`src/spi_pkg.sv`:
```
package spi_pkg;

   // serial link word size
   localparam int byte_width    = 8;
   localparam int bit_idx_width = $clog2(byte_width);

   typedef logic [byte_width-1:0]    byte_t;
   typedef logic [bit_idx_width-1:0] bit_idx_t;   // bit position within a byte

   // sck is high only in tx_sck_hi
   typedef enum logic [1:0] {
      tx_idle   = 2'd0,
      tx_sck_lo = 2'd1,
      tx_sck_hi = 2'd2
   } tx_state_e;

endpackage

```
`src/max7219_pkg.sv`:
```
package max7219_pkg;

   typedef logic [7:0] reg_addr_t;

   // register map from the datasheet
   localparam reg_addr_t reg_noop         = 8'h00;
   localparam reg_addr_t reg_digit0       = 8'h01;
   localparam reg_addr_t reg_decode_mode  = 8'h09;
   localparam reg_addr_t reg_intensity    = 8'h0A;
   localparam reg_addr_t reg_scan_limit   = 8'h0B;
   localparam reg_addr_t reg_shutdown     = 8'h0C;
   localparam reg_addr_t reg_display_test = 8'h0F;

   // one 16-bit frame built as fields and shifted out as bytes
   typedef union packed {
      struct packed {
         reg_addr_t  addr;
         logic [7:0] value;
      } fields;
      spi_pkg::byte_t [1:0] bytes;   // bytes[1] goes out first
   } max_frame_u;

   localparam int num_setup_frames = 6;

   localparam max_frame_u setup_frames [0:num_setup_frames-1] = '{
      max_frame_u'({reg_noop,         8'h00}),   // flushes a half-shifted word
      max_frame_u'({reg_display_test, 8'h00}),
      max_frame_u'({reg_scan_limit,   8'h07}),   // all eight digits
      max_frame_u'({reg_decode_mode,  8'h00}),   // raw segments
      max_frame_u'({reg_shutdown,     8'h01}),   // normal operation
      max_frame_u'({reg_intensity,    8'h07})
   };

   localparam int num_digits = 8;

   typedef logic [2:0] digit_idx_t;
   typedef logic [7:0] seg_code_t;   // dp in bit 7 and a..g in 6..0

   // hex glyphs with dp off
   localparam seg_code_t seg_table [0:15] = '{
      8'h7E, 8'h30, 8'h6D, 8'h79,
      8'h33, 8'h5B, 8'h5F, 8'h70,
      8'h7F, 8'h7B, 8'h77, 8'h1F,
      8'h4E, 8'h3D, 8'h4F, 8'h47
   };

endpackage

```
`src/spi_byte_tx.sv`:
```
`timescale 1ns/1ps

module spi_byte_tx #(
   parameter int clk_div = 10
) (
   input  logic           clk,
   input  logic           rst_n,
   input  logic           tx_start,
   input  spi_pkg::byte_t tx_byte,
   output logic           tx_done,
   output logic           din,
   output logic           sck
);

   localparam int cnt_w = (clk_div > 1) ? $clog2(clk_div) : 1;
   localparam logic [cnt_w-1:0] half_last = cnt_w'(clk_div - 1);
   localparam spi_pkg::bit_idx_t msb_idx = spi_pkg::bit_idx_t'(spi_pkg::byte_width - 1);

   spi_pkg::tx_state_e state;
   logic [cnt_w-1:0]   half_cnt;   // cycles spent in the current phase
   spi_pkg::bit_idx_t  bit_idx;    // bit now on din
   spi_pkg::byte_t     shift_byte;

   // device samples on the rising edge
   assign sck = (state == spi_pkg::tx_sck_hi);

   always_ff @(posedge clk or negedge rst_n) begin
      if (!rst_n) begin
         state    <= spi_pkg::tx_idle;
         half_cnt <= '0;
         bit_idx  <= '0;
         din      <= 1'b0;
         tx_done  <= 1'b0;
      end else begin
         tx_done <= 1'b0;
         case (state)
            spi_pkg::tx_idle: begin
               half_cnt <= '0;
               if (tx_start) begin
                  bit_idx <= msb_idx;
                  din     <= tx_byte[msb_idx];   // msb ready before first rise
                  state   <= spi_pkg::tx_sck_lo;
               end
            end
            spi_pkg::tx_sck_lo: begin
               if (half_cnt == half_last) begin
                  half_cnt <= '0;
                  state    <= spi_pkg::tx_sck_hi;
               end else begin
                  half_cnt <= half_cnt + 1'b1;
               end
            end
            spi_pkg::tx_sck_hi: begin
               if (half_cnt == half_last) begin
                  half_cnt <= '0;
                  if (bit_idx == '0) begin
                     state   <= spi_pkg::tx_idle;
                     tx_done <= 1'b1;   // last high phase over
                     din     <= 1'b0;
                  end else begin
                     bit_idx <= bit_idx - 1'b1;
                     din     <= shift_byte[bit_idx - 1'b1];   // next bit at start of low
                     state   <= spi_pkg::tx_sck_lo;
                  end
               end else begin
                  half_cnt <= half_cnt + 1'b1;
               end
            end
            default: state <= spi_pkg::tx_idle;
         endcase
      end
   end

   // byte held for the whole transfer
   always_ff @(posedge clk) begin
      if (state == spi_pkg::tx_idle && tx_start) begin
         shift_byte <= tx_byte;
      end
   end

endmodule

```
`src/digit_scanner.sv`:
```
`timescale 1ns/1ps

module digit_scanner (
   input  logic                   clk,
   input  logic                   rst_n,
   input  logic                   digit_next,
   input  logic [31:0]            display_value,
   output max7219_pkg::reg_addr_t digit_addr,
   output max7219_pkg::seg_code_t digit_seg
);

   localparam max7219_pkg::digit_idx_t last_digit =
      max7219_pkg::digit_idx_t'(max7219_pkg::num_digits - 1);

   max7219_pkg::digit_idx_t digit_idx;   // 0 is digit 1
   logic [31:0]             value_sr;    // low nibble is the current digit
   logic                    reload_pend;
   logic                    wrap;
   logic [3:0]              nibble;

   assign wrap = digit_next && (digit_idx == last_digit);

   always_ff @(posedge clk or negedge rst_n) begin
      if (!rst_n) begin
         digit_idx   <= '0;
         reload_pend <= 1'b1;   // first scan value taken right after reset
      end else begin
         reload_pend <= 1'b0;
         if (digit_next) begin
            if (wrap) begin
               digit_idx <= '0;
            end else begin
               digit_idx <= digit_idx + 1'b1;
            end
         end
      end
   end

   // new value only at the start of a scan
   always_ff @(posedge clk) begin
      if (reload_pend || wrap) begin
         value_sr <= display_value;
      end else if (digit_next) begin
         value_sr <= {4'h0, value_sr[31:4]};
      end
   end

   // until the first load the input itself is shown
   assign nibble = reload_pend ? display_value[3:0] : value_sr[3:0];

   assign digit_addr = max7219_pkg::reg_digit0 + max7219_pkg::reg_addr_t'(digit_idx);
   assign digit_seg  = max7219_pkg::seg_table[nibble];

endmodule

```
`src/frame_sequencer.sv`:
```
`timescale 1ns/1ps

module frame_sequencer #(
   parameter int clk_div = 10
) (
   input  logic                   clk,
   input  logic                   rst_n,
   input  max7219_pkg::reg_addr_t digit_addr,
   input  max7219_pkg::seg_code_t digit_seg,
   input  logic                   tx_done,
   output logic                   tx_start,
   output spi_pkg::byte_t         tx_byte,
   output logic                   digit_next,
   output logic                   load
);

   localparam int cnt_w = (clk_div > 1) ? $clog2(clk_div) : 1;
   localparam logic [cnt_w-1:0] load_last = cnt_w'(clk_div - 1);
   localparam int ptr_w = $clog2(max7219_pkg::num_setup_frames);
   localparam logic [ptr_w-1:0] ptr_last = ptr_w'(max7219_pkg::num_setup_frames - 1);

   // frame phases
   localparam logic [2:0] s_send_hi = 3'd0;
   localparam logic [2:0] s_wait_hi = 3'd1;
   localparam logic [2:0] s_send_lo = 3'd2;
   localparam logic [2:0] s_wait_lo = 3'd3;
   localparam logic [2:0] s_load    = 3'd4;

   logic [2:0]              state;
   logic [cnt_w-1:0]        load_cnt;
   logic [ptr_w-1:0]        setup_ptr;
   logic                    setup_done;   // sticky until reset
   logic                    load_end;
   max7219_pkg::max_frame_u frame;

   always_comb begin
      if (setup_done) begin
         frame.fields.addr  = digit_addr;
         frame.fields.value = digit_seg;
      end else begin
         frame = max7219_pkg::setup_frames[setup_ptr];
      end
   end

   assign tx_start = (state == s_send_hi) || (state == s_send_lo);
   assign tx_byte  = (state == s_send_hi) ? frame.bytes[1] : frame.bytes[0];
   assign load     = (state == s_load);
   assign load_end = load && (load_cnt == load_last);

   // scanner steps as load falls so the next frame sees the new digit
   assign digit_next = load_end && setup_done;

   always_ff @(posedge clk or negedge rst_n) begin
      if (!rst_n) begin
         state      <= s_send_hi;
         load_cnt   <= '0;
         setup_ptr  <= '0;
         setup_done <= 1'b0;
      end else begin
         case (state)
            s_send_hi: state <= s_wait_hi;
            s_wait_hi: if (tx_done) state <= s_send_lo;
            s_send_lo: state <= s_wait_lo;
            s_wait_lo: begin
               if (tx_done) begin
                  load_cnt <= '0;
                  state    <= s_load;
               end
            end
            s_load: begin
               if (load_end) begin
                  state <= s_send_hi;   // back to back frames
                  if (!setup_done) begin
                     if (setup_ptr == ptr_last) begin
                        setup_done <= 1'b1;
                     end else begin
                        setup_ptr <= setup_ptr + 1'b1;
                     end
                  end
               end else begin
                  load_cnt <= load_cnt + 1'b1;
               end
            end
            default: state <= s_send_hi;
         endcase
      end
   end

endmodule

```
`src/max7219_display.sv`:
```
`timescale 1ns/1ps

module max7219_display #(
   parameter int clk_div = 10   // clk cycles per sck half period
) (
   input  logic        clk,
   input  logic        rst_n,
   input  logic [31:0] display_value,
   output logic        din,
   output logic        sck,
   output logic        load
);

   logic                   tx_start;
   spi_pkg::byte_t         tx_byte;
   logic                   tx_done;
   logic                   digit_next;
   max7219_pkg::reg_addr_t digit_addr;
   max7219_pkg::seg_code_t digit_seg;

   frame_sequencer #(.clk_div(clk_div)) i_sequencer (
      .clk        (clk),
      .rst_n      (rst_n),
      .digit_addr (digit_addr),
      .digit_seg  (digit_seg),
      .tx_done    (tx_done),
      .tx_start   (tx_start),
      .tx_byte    (tx_byte),
      .digit_next (digit_next),
      .load       (load)
   );

   digit_scanner i_scanner (
      .clk           (clk),
      .rst_n         (rst_n),
      .digit_next    (digit_next),
      .display_value (display_value),
      .digit_addr    (digit_addr),
      .digit_seg     (digit_seg)
   );

   spi_byte_tx #(.clk_div(clk_div)) i_spi_tx (
      .clk      (clk),
      .rst_n    (rst_n),
      .tx_start (tx_start),
      .tx_byte  (tx_byte),
      .tx_done  (tx_done),
      .din      (din),
      .sck      (sck)
   );

endmodule

```
`config.mk`:
```
export PLATFORM = sky130hd
export DESIGN_NAME = max7219_display
export DESIGN_NICKNAME = d
export VERILOG_FILES = /design/src/spi_pkg.sv /design/src/max7219_pkg.sv /design/src/spi_byte_tx.sv /design/src/digit_scanner.sv /design/src/frame_sequencer.sv /design/src/max7219_display.sv
export SDC_FILE = /design/constraint.sdc
export NUM_CORES = 1
export LEC_CHECK = 0
export BUFFER_PORTS_ARGS = -buffer_cell sky130_fd_sc_hd__buf_2
export CAP_MARGIN = 15
export CORE_MARGIN = 2
export CORE_UTILIZATION = 59
export DETAILED_ROUTE_END_ITERATION = 10
export PLACE_DENSITY = 0.81
export SETUP_SLACK_MARGIN = 0.3
export SLEW_MARGIN = 20
export SYNTH_ARGS = -nofsm -noshare
export SYNTH_HDL_FRONTEND = slang
export SYNTH_SLANG_ARGS = --single-unit
export TNS_END_PERCENT = 5
```
`constraint.sdc`:
```
create_clock -name clk -period 3.2 [get_ports clk]
set_clock_uncertainty 0.1 [all_clocks]
set_input_delay 0.8 -clock clk [delete_from_list [all_inputs] [get_ports clk]]
set_output_delay 0.8 -clock clk [all_outputs]
set_load 0.01 [all_outputs]
```
== Word-level counts from Yosys, hierarchy flattened ==
Memories as Yosys holds them, arrays and structs flattened.
Index checks and enable logic that the tools add are counted.

* Memories kept: 2
* Memory bits (read-only): 256
* RAM bits: 0
* Bits of input ports: 34
* Latch bits: 0
* Register bits after elaboration: 66
* Word-level logic and storage cells: 106

* Muxes and demuxes: 39
* Reduce and logical (&&, ||, !) cells: 21
* Div/mod/pow operators: 0
* $lt $le $gt $ge: 3
* Equal/unequal tests: 18
* Bitwise logic cells: 4
* Shift operators: 0
* $add $sub $neg: 6
* $mul: 0

{| class="wikitable"
|+ Memories
! memory !! depth !! width !! rd ports !! clocked after memory_dff !! write ports !! line !! text
|-
| (no name shown) || 16 || 8 || 1 || 0 || 0 || digit_scanner.sv:52 || <nowiki>assign digit_seg = max7219_pkg::seg_table[nibble];</nowiki>
|-
| (no name shown) || 8 || 16 || 1 || 0 || 0 || frame_sequencer.sv:41 || <nowiki>frame = max7219_pkg::setup_frames[setup_ptr];</nowiki>
|}

{| class="wikitable"
|+ Operators by type and width
! kind !! count
|-
| $mux 32 || 2
|-
| $mux 16 || 3
|-
| $mux 8 || 3
|-
| $mux 3 || 7
|-
| $mux 4 || 4
|-
| $pmux 4 s2 || 2
|-
| $pmux 3 s5 || 1
|-
| $reduce_and 3->1 || 4
|-
| $mux 1 || 10
|-
| $ne 2x1->1 const B || 5
|-
| $eq 3x3->1 const B || 3
|-
| $add 4x1->4 const B || 2
|-
| $eq 4x4->1 const B || 2
|-
| $reduce_and 4->1 || 2
|-
| $reduce_bool 2->1 || 4
|-
| $add 3x1->3 const B || 2
|-
| $eq 3x2->1 const B || 2
|-
| $logic_not 3->1 || 2
|-
| $mux 2 || 3
|-
| $ne 2x2->1 const B || 3
|-
| $pmux 2 s3 || 1
|-
| $pmux 3 s2 || 1
|-
| $ge 5x5->1 const B || 1
|-
| $not 4->5 || 1
|-
| other kinds (16) || 21
|}

== Logic depth before layout (Yosys ltp) ==
* Depth in word-level cells: 9
* Gate-level depth with buffers: 7

== Cells and area by module ==
From an unflattened synthesis, not the netlist that was laid out.

* Cells, all modules: 306
* Area, all modules: 3791.1 um2

{| class="wikitable"
|+ Modules (own cells, without submodules)
! module !! times used !! cells each !! area an instance (um2)
|-
| digit_scanner || 1 || 129 || 1888.1
|-
| spi_byte_tx || 1 || 93 || 1096.1
|-
| frame_sequencer || 1 || 84 || 807.0
|}

== Least setup slack after synthesis ==
No wires, ideal clock.

* Path type: register -> register
* Start point: register i_sequencer.state[0]
* End point: register i_scanner.value_sr[0], enable pin
* Cell stages (with the launch flop): 6
* Library setup time: 394 ps
* Arrival: 1921 ps
* Data required time: 2706 ps
* Path buffers: 1
* Clock period less this slack: 2415 ps
* Setup slack: 785 ps
* Path through: dfrtp_1 > buf_2 > nor3b_4 > and2b_4 > nand2_1 > nand2b_1

* Word-level cells in the longest chain between the ends: 6

{| class="wikitable"
|+ Ends and longest elaborated chain
! item !! line !! text
|-
| start: declaration || frame_sequencer.sv:29 || <nowiki>logic [2:0] state;</nowiki>
|-
| start signal: assignment || frame_sequencer.sv:55 || <nowiki>state <= s_send_hi;</nowiki>
|-
| start signal: assignment || frame_sequencer.sv:61 || <nowiki>s_send_hi: state <= s_wait_hi;</nowiki>
|-
| start signal: assignment || frame_sequencer.sv:62 || <nowiki>s_wait_hi: if (tx_done) state <= s_send_lo;</nowiki>
|-
| $eq 3x3->1 (*) || frame_sequencer.sv:47 || <nowiki>assign load = (state == s_load);</nowiki>
|-
| named net load || max7219_display.sv:11 || <nowiki>output logic load</nowiki>
|-
| $logic_and 1x1->1 (*) || frame_sequencer.sv:48 || <nowiki>assign load_end = load && (load_cnt == load_last);</nowiki>
|-
| $logic_and 1x1->1 (*) || frame_sequencer.sv:51 || <nowiki>assign digit_next = load_end && setup_done;</nowiki>
|-
| $logic_and 1x1->1 || digit_scanner.sv:21 || <nowiki>assign wrap = digit_next && (digit_idx == last_digit);</nowiki>
|-
| $logic_or 1x1->1 || digit_scanner.sv:41 || <nowiki>if (reload_pend || wrap) begin</nowiki>
|-
| $reduce_bool 2->1 (no source line) (*) || n/a ||
|-
| end signal: assignment || digit_scanner.sv:42 || <nowiki>value_sr <= display_value;</nowiki>
|-
| end signal: assignment || digit_scanner.sv:44 || <nowiki>value_sr <= {4'h0, value_sr[31:4]};</nowiki>
|-
| end: declaration || digit_scanner.sv:16 || <nowiki>logic [31:0] value_sr;</nowiki>
|}

Mark *: on every way through the listed nets, which the timed path passes. The rest lies on a longest branch.
A chain may end at the register's enable or synchronous reset.

== Worst setup path after layout ==
* Start point: register i_scanner.reload_pend
* End point: register i_spi_tx.shift_byte[5] (data pin)

* Word-level cells in the longest chain between the ends: 7

{| class="wikitable"
|+ Ends and longest elaborated chain
! item !! line !! text
|-
| start: declaration || digit_scanner.sv:17 || <nowiki>logic reload_pend;</nowiki>
|-
| start signal: assignment || digit_scanner.sv:26 || <nowiki>reload_pend <= 1'b1;</nowiki>
|-
| start signal: assignment || digit_scanner.sv:28 || <nowiki>reload_pend <= 1'b0;</nowiki>
|-
| $mux 4 || digit_scanner.sv:49 || <nowiki>assign nibble = reload_pend ? display_value[3:0] : value_sr[3:0];</nowiki>
|-
| $not 4->5 (implied by the code) || digit_scanner.sv:52 ||
|-
| $mem_v2 16x8 || n/a ||
|-
| $mux 8 (implied by the code) (2 in a row) || digit_scanner.sv:52 ||
|-
| $mux 16 || frame_sequencer.sv:37 || <nowiki>if (setup_done) begin</nowiki>
|-
| $mux 8 || frame_sequencer.sv:46 || <nowiki>assign tx_byte = (state == s_send_hi) ? frame.bytes[1] : frame.bytes[0];</nowiki>
|-
| end signal: assignment || spi_byte_tx.sv:77 || <nowiki>shift_byte <= tx_byte;</nowiki>
|-
| end: declaration || spi_byte_tx.sv:22 || <nowiki>spi_pkg::byte_t shift_byte;</nowiki>
|}

Every way passes these cells. The select of a mux whose other input is x is not followed.

==> flow_results.org <==
** Run status
- The run finished with clean final reports.

** STA
- Final period util :: 0.783
- Headroom to the max-slew limit came out at 0.518.
- RSZ-0062 raised after global routing :: false
- Setup violations remaining at the end of the flow were counted as 0.
- The hold violation count in the final report came to 0.
- Setup TNS :: 0 ps
- The count of final max-slew check failures is 0.
- Shortest period the worst path allows :: 2510 ps
- PnR worst setup slack :: 693 ps
- Slew at the pin with the worst max-slew slack :: 716 ps
- Static timing analysis puts the maximum clock frequency at 399 MHz.

** Route
- Detailed-router iteration count before antenna repair :: 4
- The count of nets left with antenna violations once routing finished came out at 0.
- Wire length per cell :: roughly 16 µm
- After detailed routing, the number of remaining DRC violations is 0.
- Number of vias in the routed layout :: 2264
- Overall routed net length :: 6260 µm
- Dividing the detail-routed via count by the number of cells gives 5.62.
- In this run, the number of DRC markers left after iteration 0 of detailed routing was between 100 and 150.

** Logic synthesis
- Count of flip-flops with a built-in enable after synthesis :: 39
- By area the synthesized netlist is led by sky130_fd_sc_hd__edfxtp_1 (32%), sky130_fd_sc_hd__dfrtp_1 (17%), sky130_fd_sc_hd__mux2_4 (11%).
- The biggest area contributor in the post-synthesis netlist is sky130_fd_sc_hd__edfxtp_1.
- For this run, asynchronously set or reset flops after synthesis account for 0.400.
- The mapped netlist covers 3630 µm².
- During synthesis, Yosys emitted a total of 0 warnings.
- Counting every instance in the synthesized netlist gives around 280.
- Post-Syn Area per Cell :: 12.9 µm²
- Register bit total from synthesis :: 65
- Post-synth net total :: approximately 340
- For this run, the leading register cell type out of synthesis is sky130_fd_sc_hd__edfxtp_1.
- Post-synthesis cell type count :: 56
- Synth top area share :: 0.322
- Sequential area share after synthesis :: 0.502

** Global route
- Global routing finished with a remaining overflow of 0.
- Total routing resource utilization after global routing :: 0.198
- The via count of the first global-routing pass was ~2200.
- First-pass GRT wire length :: roughly 10000 µm
- Entering global routing, the biggest net connects 33 pins.
- The initial antenna violation count is 0.

** Worst setup path
- Ordered cell list for the critical path :: mux2i_1 -> inv_1 -> ha_1 -> nand2_1 -> o21ai_0 -> a221oi_1
- STA puts the critical path data arrival time at 2550 ps.
- In this run the worst path has a maximum fanout of 8.
- The worst setup path is launched from a flip-flop.
- For the worst setup path, the data required time is 3250 ps.
- Library cell contributing the largest single delay on the critical path :: sky130_fd_sc_hd__dfstp_2
- Crit Path Category :: flip-flop to flip-flop
- Crit-path max cell delay :: 690 ps
- The worst setup path is captured at a flip-flop.

** CTS
- Reg clk slew, reported paths :: 80 ps
- Number of sinks driven by the clock tree :: 65
- CTS hold repair buffers :: 0
- TritonCTS built the clock tree.
- Total clock buffers created by CTS :: 9
- The number of gates resized after CTS was 0.
- Maximum clock insertion buffer count :: 2
- The cell sitting at the root of the clock tree is a sky130_fd_sc_hd__clkbuf_8.
- The H-tree was split into 3 levels.
- Post-CTS setup repair buffer count :: 0
- At the later pin of the worst-skew pair, clock insertion delay measures 350 ps.

** Floorplanning
- The floorplan step defined a die boundary enclosing 6800 µm².
- The die is 82.5 µm wide.
- The core region is around 5900 µm².
- Row count :: 28
- The die is between 80 and 90 µm tall.
- The initial utilization of the core area, before any placement, comes to 0.614.
- For this design the top-level I/O count stands at 37.

** Placed design
- Before CTS, the worst setup slack after placement is 599 ps.
- The HPWL after detailed placement is 4330 µm.
- Global placer's final weighted congestion :: between 0.7 and 0.8
- Input and output buffers added on the ports amount to 36.

** Power and ir drop
- Internal power comes to approximately 1.3 mW.
- The worst-case IR drop observed on VDD is 0.000349 V.
- Dividing total power by cell area gives a power density of 421 nW/µm².
- Switch share :: 0.242
- Net switching component of the power :: 412 µW
- Fraction of power consumed by combinational cells :: 0.089
- Of the total power, the clock network draws 0.361.
- Cell leakage power :: around 1.8 nW
- The share of total power dissipated in sequential elements is 0.550.

** Final layout
- Area used by multi-input combinational logic :: 1700 µm²
- The filler cells instantiated in the layout total approximately 420.
- Share of cells above drive strength 1 :: 0.305
- From synthesis to final layout, the design area changed by 11.4%.
- Registers take 1820 µm².
- Number of antenna cells inserted :: 0
- The final layout contains 379 nets.

** Min path
- Hold Path Class :: input port to asynchronous set/reset pin

** Job
- # Max-Cap Violations :: 0
[synthesized netlist by cell type (2+ instances only)]
master,count
sky130_fd_sc_hd__a211oi_1,2
sky130_fd_sc_hd__a21oi_1,6
sky130_fd_sc_hd__a22o_1,2
sky130_fd_sc_hd__a31oi_1,4
sky130_fd_sc_hd__a41oi_1,2
sky130_fd_sc_hd__and3_1,2
sky130_fd_sc_hd__buf_2,2
sky130_fd_sc_hd__buf_6,3
sky130_fd_sc_hd__clkbuf_1,3
sky130_fd_sc_hd__dfrtp_1,25
sky130_fd_sc_hd__edfxtp_1,39
sky130_fd_sc_hd__ha_1,22
sky130_fd_sc_hd__inv_1,16
sky130_fd_sc_hd__mux2_2,12
sky130_fd_sc_hd__mux2_4,26
sky130_fd_sc_hd__mux2i_1,11
sky130_fd_sc_hd__nand2_1,13
sky130_fd_sc_hd__nand2b_1,5
sky130_fd_sc_hd__nand3_1,5
sky130_fd_sc_hd__nand4_1,2
sky130_fd_sc_hd__nor2_1,13
sky130_fd_sc_hd__nor2b_1,8
sky130_fd_sc_hd__nor3_1,5
sky130_fd_sc_hd__nor3b_1,3
sky130_fd_sc_hd__o211ai_1,2
sky130_fd_sc_hd__o21ai_0,12
sky130_fd_sc_hd__o31ai_1,3
sky130_fd_sc_hd__or3_1,2
sky130_fd_sc_hd__xnor2_1,2
sky130_fd_sc_hd__xor2_1,3
[path summary, 6_finish.rpt]
kind	endpoint	depth (start not counted)	slack (ps)	from
setup / recovery	i_spi_tx.shift_byte[5]	6	690	i_scanner.reload_pend
hold / removal	i_spi_tx.bit_idx[1]	1	340	rst_n
setup reg to reg	i_spi_tx.shift_byte[5]	6	690	i_scanner.reload_pend
hold reg to reg	i_sequencer.state[0]	1	400	i_spi_tx.tx_done
max in group asynchronous	i_sequencer.load_cnt[1]	1	2250	rst_n
min in group clk	i_sequencer.state[0]	1	400	i_spi_tx.tx_done
[registers in the layout, indices dropped and copies added (netlist names)]
name	flops
i_scanner.value_sr	32
i_scanner.reload_pend	1
i_sequencer.setup_ptr	3
i_sequencer.load_cnt	4
i_spi_tx.shift_byte	7
i_sequencer.setup_done	1
i_spi_tx.state	2
i_scanner.digit_idx	3
i_sequencer.state	3
i_spi_tx.half_cnt	4
i_spi_tx.bit_idx	3
i_spi_tx.din	1
i_spi_tx.tx_done	1
[critical path, delay by kind of cell, from the launching register on]
kind            cells  cell delay, ps
fa+ha+maj           1             290
simple gates        1              70
buf+inv             1             180
mux                 1             550
compound gates      2             440
flops               1             690
[layout make-up]
class                      instances  share of cell area
timing repair buffer              39              0.0501
clock inverter                     6              0.0108
multi-input combinational        192               0.419
tap                               75              0.0232
clock buffer                      10              0.0315
sequential                        65               0.450
inverter                          16              0.0148
[through the flow]
step / total power, mW / utilization / area, µm² / instances / hold WS, ps
final: 1.70 / 0.684 / 4050 / 403 / 344
after global routing: 1.77 / 0.684 / 4050 / 403 / 379
after CTS: 1.72 / 0.684 / 4050 / 403 / 358
after detailed placement: 1.11 / 0.655 / 3880 / 387 / 375
after global placement: 1.10 / 0.655 / 3880 / 387 / 363
after floorplan: 1.06 / - / 3630 / 281 / 346
[power groups by stage]
stage | Sequential (mW) | Combinational [mW] | Clock [mW]
floorplan | 0.949 | 0.110 | 0
global placement | 0.952 | 0.145 | 0
detailed placement | 0.954 | 0.151 | 0
CTS | 0.937 | 0.152 | 0.629
global route | 0.939 | 0.163 | 0.666
finish | 0.936 | 0.151 | 0.615
[kinds of logic (layout without fill, tap and decap cells)]
group                      Yosys count  after routing  synth area share
muxes                               50             50             0.179
adders and majority gates           22             22            0.0757
and+or+nand+nor                     66             66             0.103
other                                1              1           0.00103
buffers and inverters               24             71            0.0317
DFF                                 65             65             0.502
xor gates and xnor gates             6              6            0.0165
AOI/OAI and AO/OA                   47             47            0.0923
[routing by layer]
metal | track usage | share of wire | wire, µm | up-vias
li1 | - | - | - | 1125
met1 | 0.248 | 0.46 | 2850 | 1097
met4 | 0.0951 | 0.012 | 75 | 0
met3 | 0.0522 | 0.034 | 212 | 6
met2 | 0.319 | 0.50 | 3120 | 36
met5 | 0 | 0 | 0 | -
[layout by cell type, fill, tap and decap left out, drive strengths merged, types with 5 or more instances in the layout]
master,count
a21oi,6
a31oi,5
buf,39
clkbuf,10
dfrtp,25
edfxtp,39
ha,22
inv,17
mux2,38
mux2i,12
nand2,13
nand2b,5
nand3,5
nor2,13
nor2b,8
nor3,5
o21ai,12
Power figures use the tool's default switching activity.
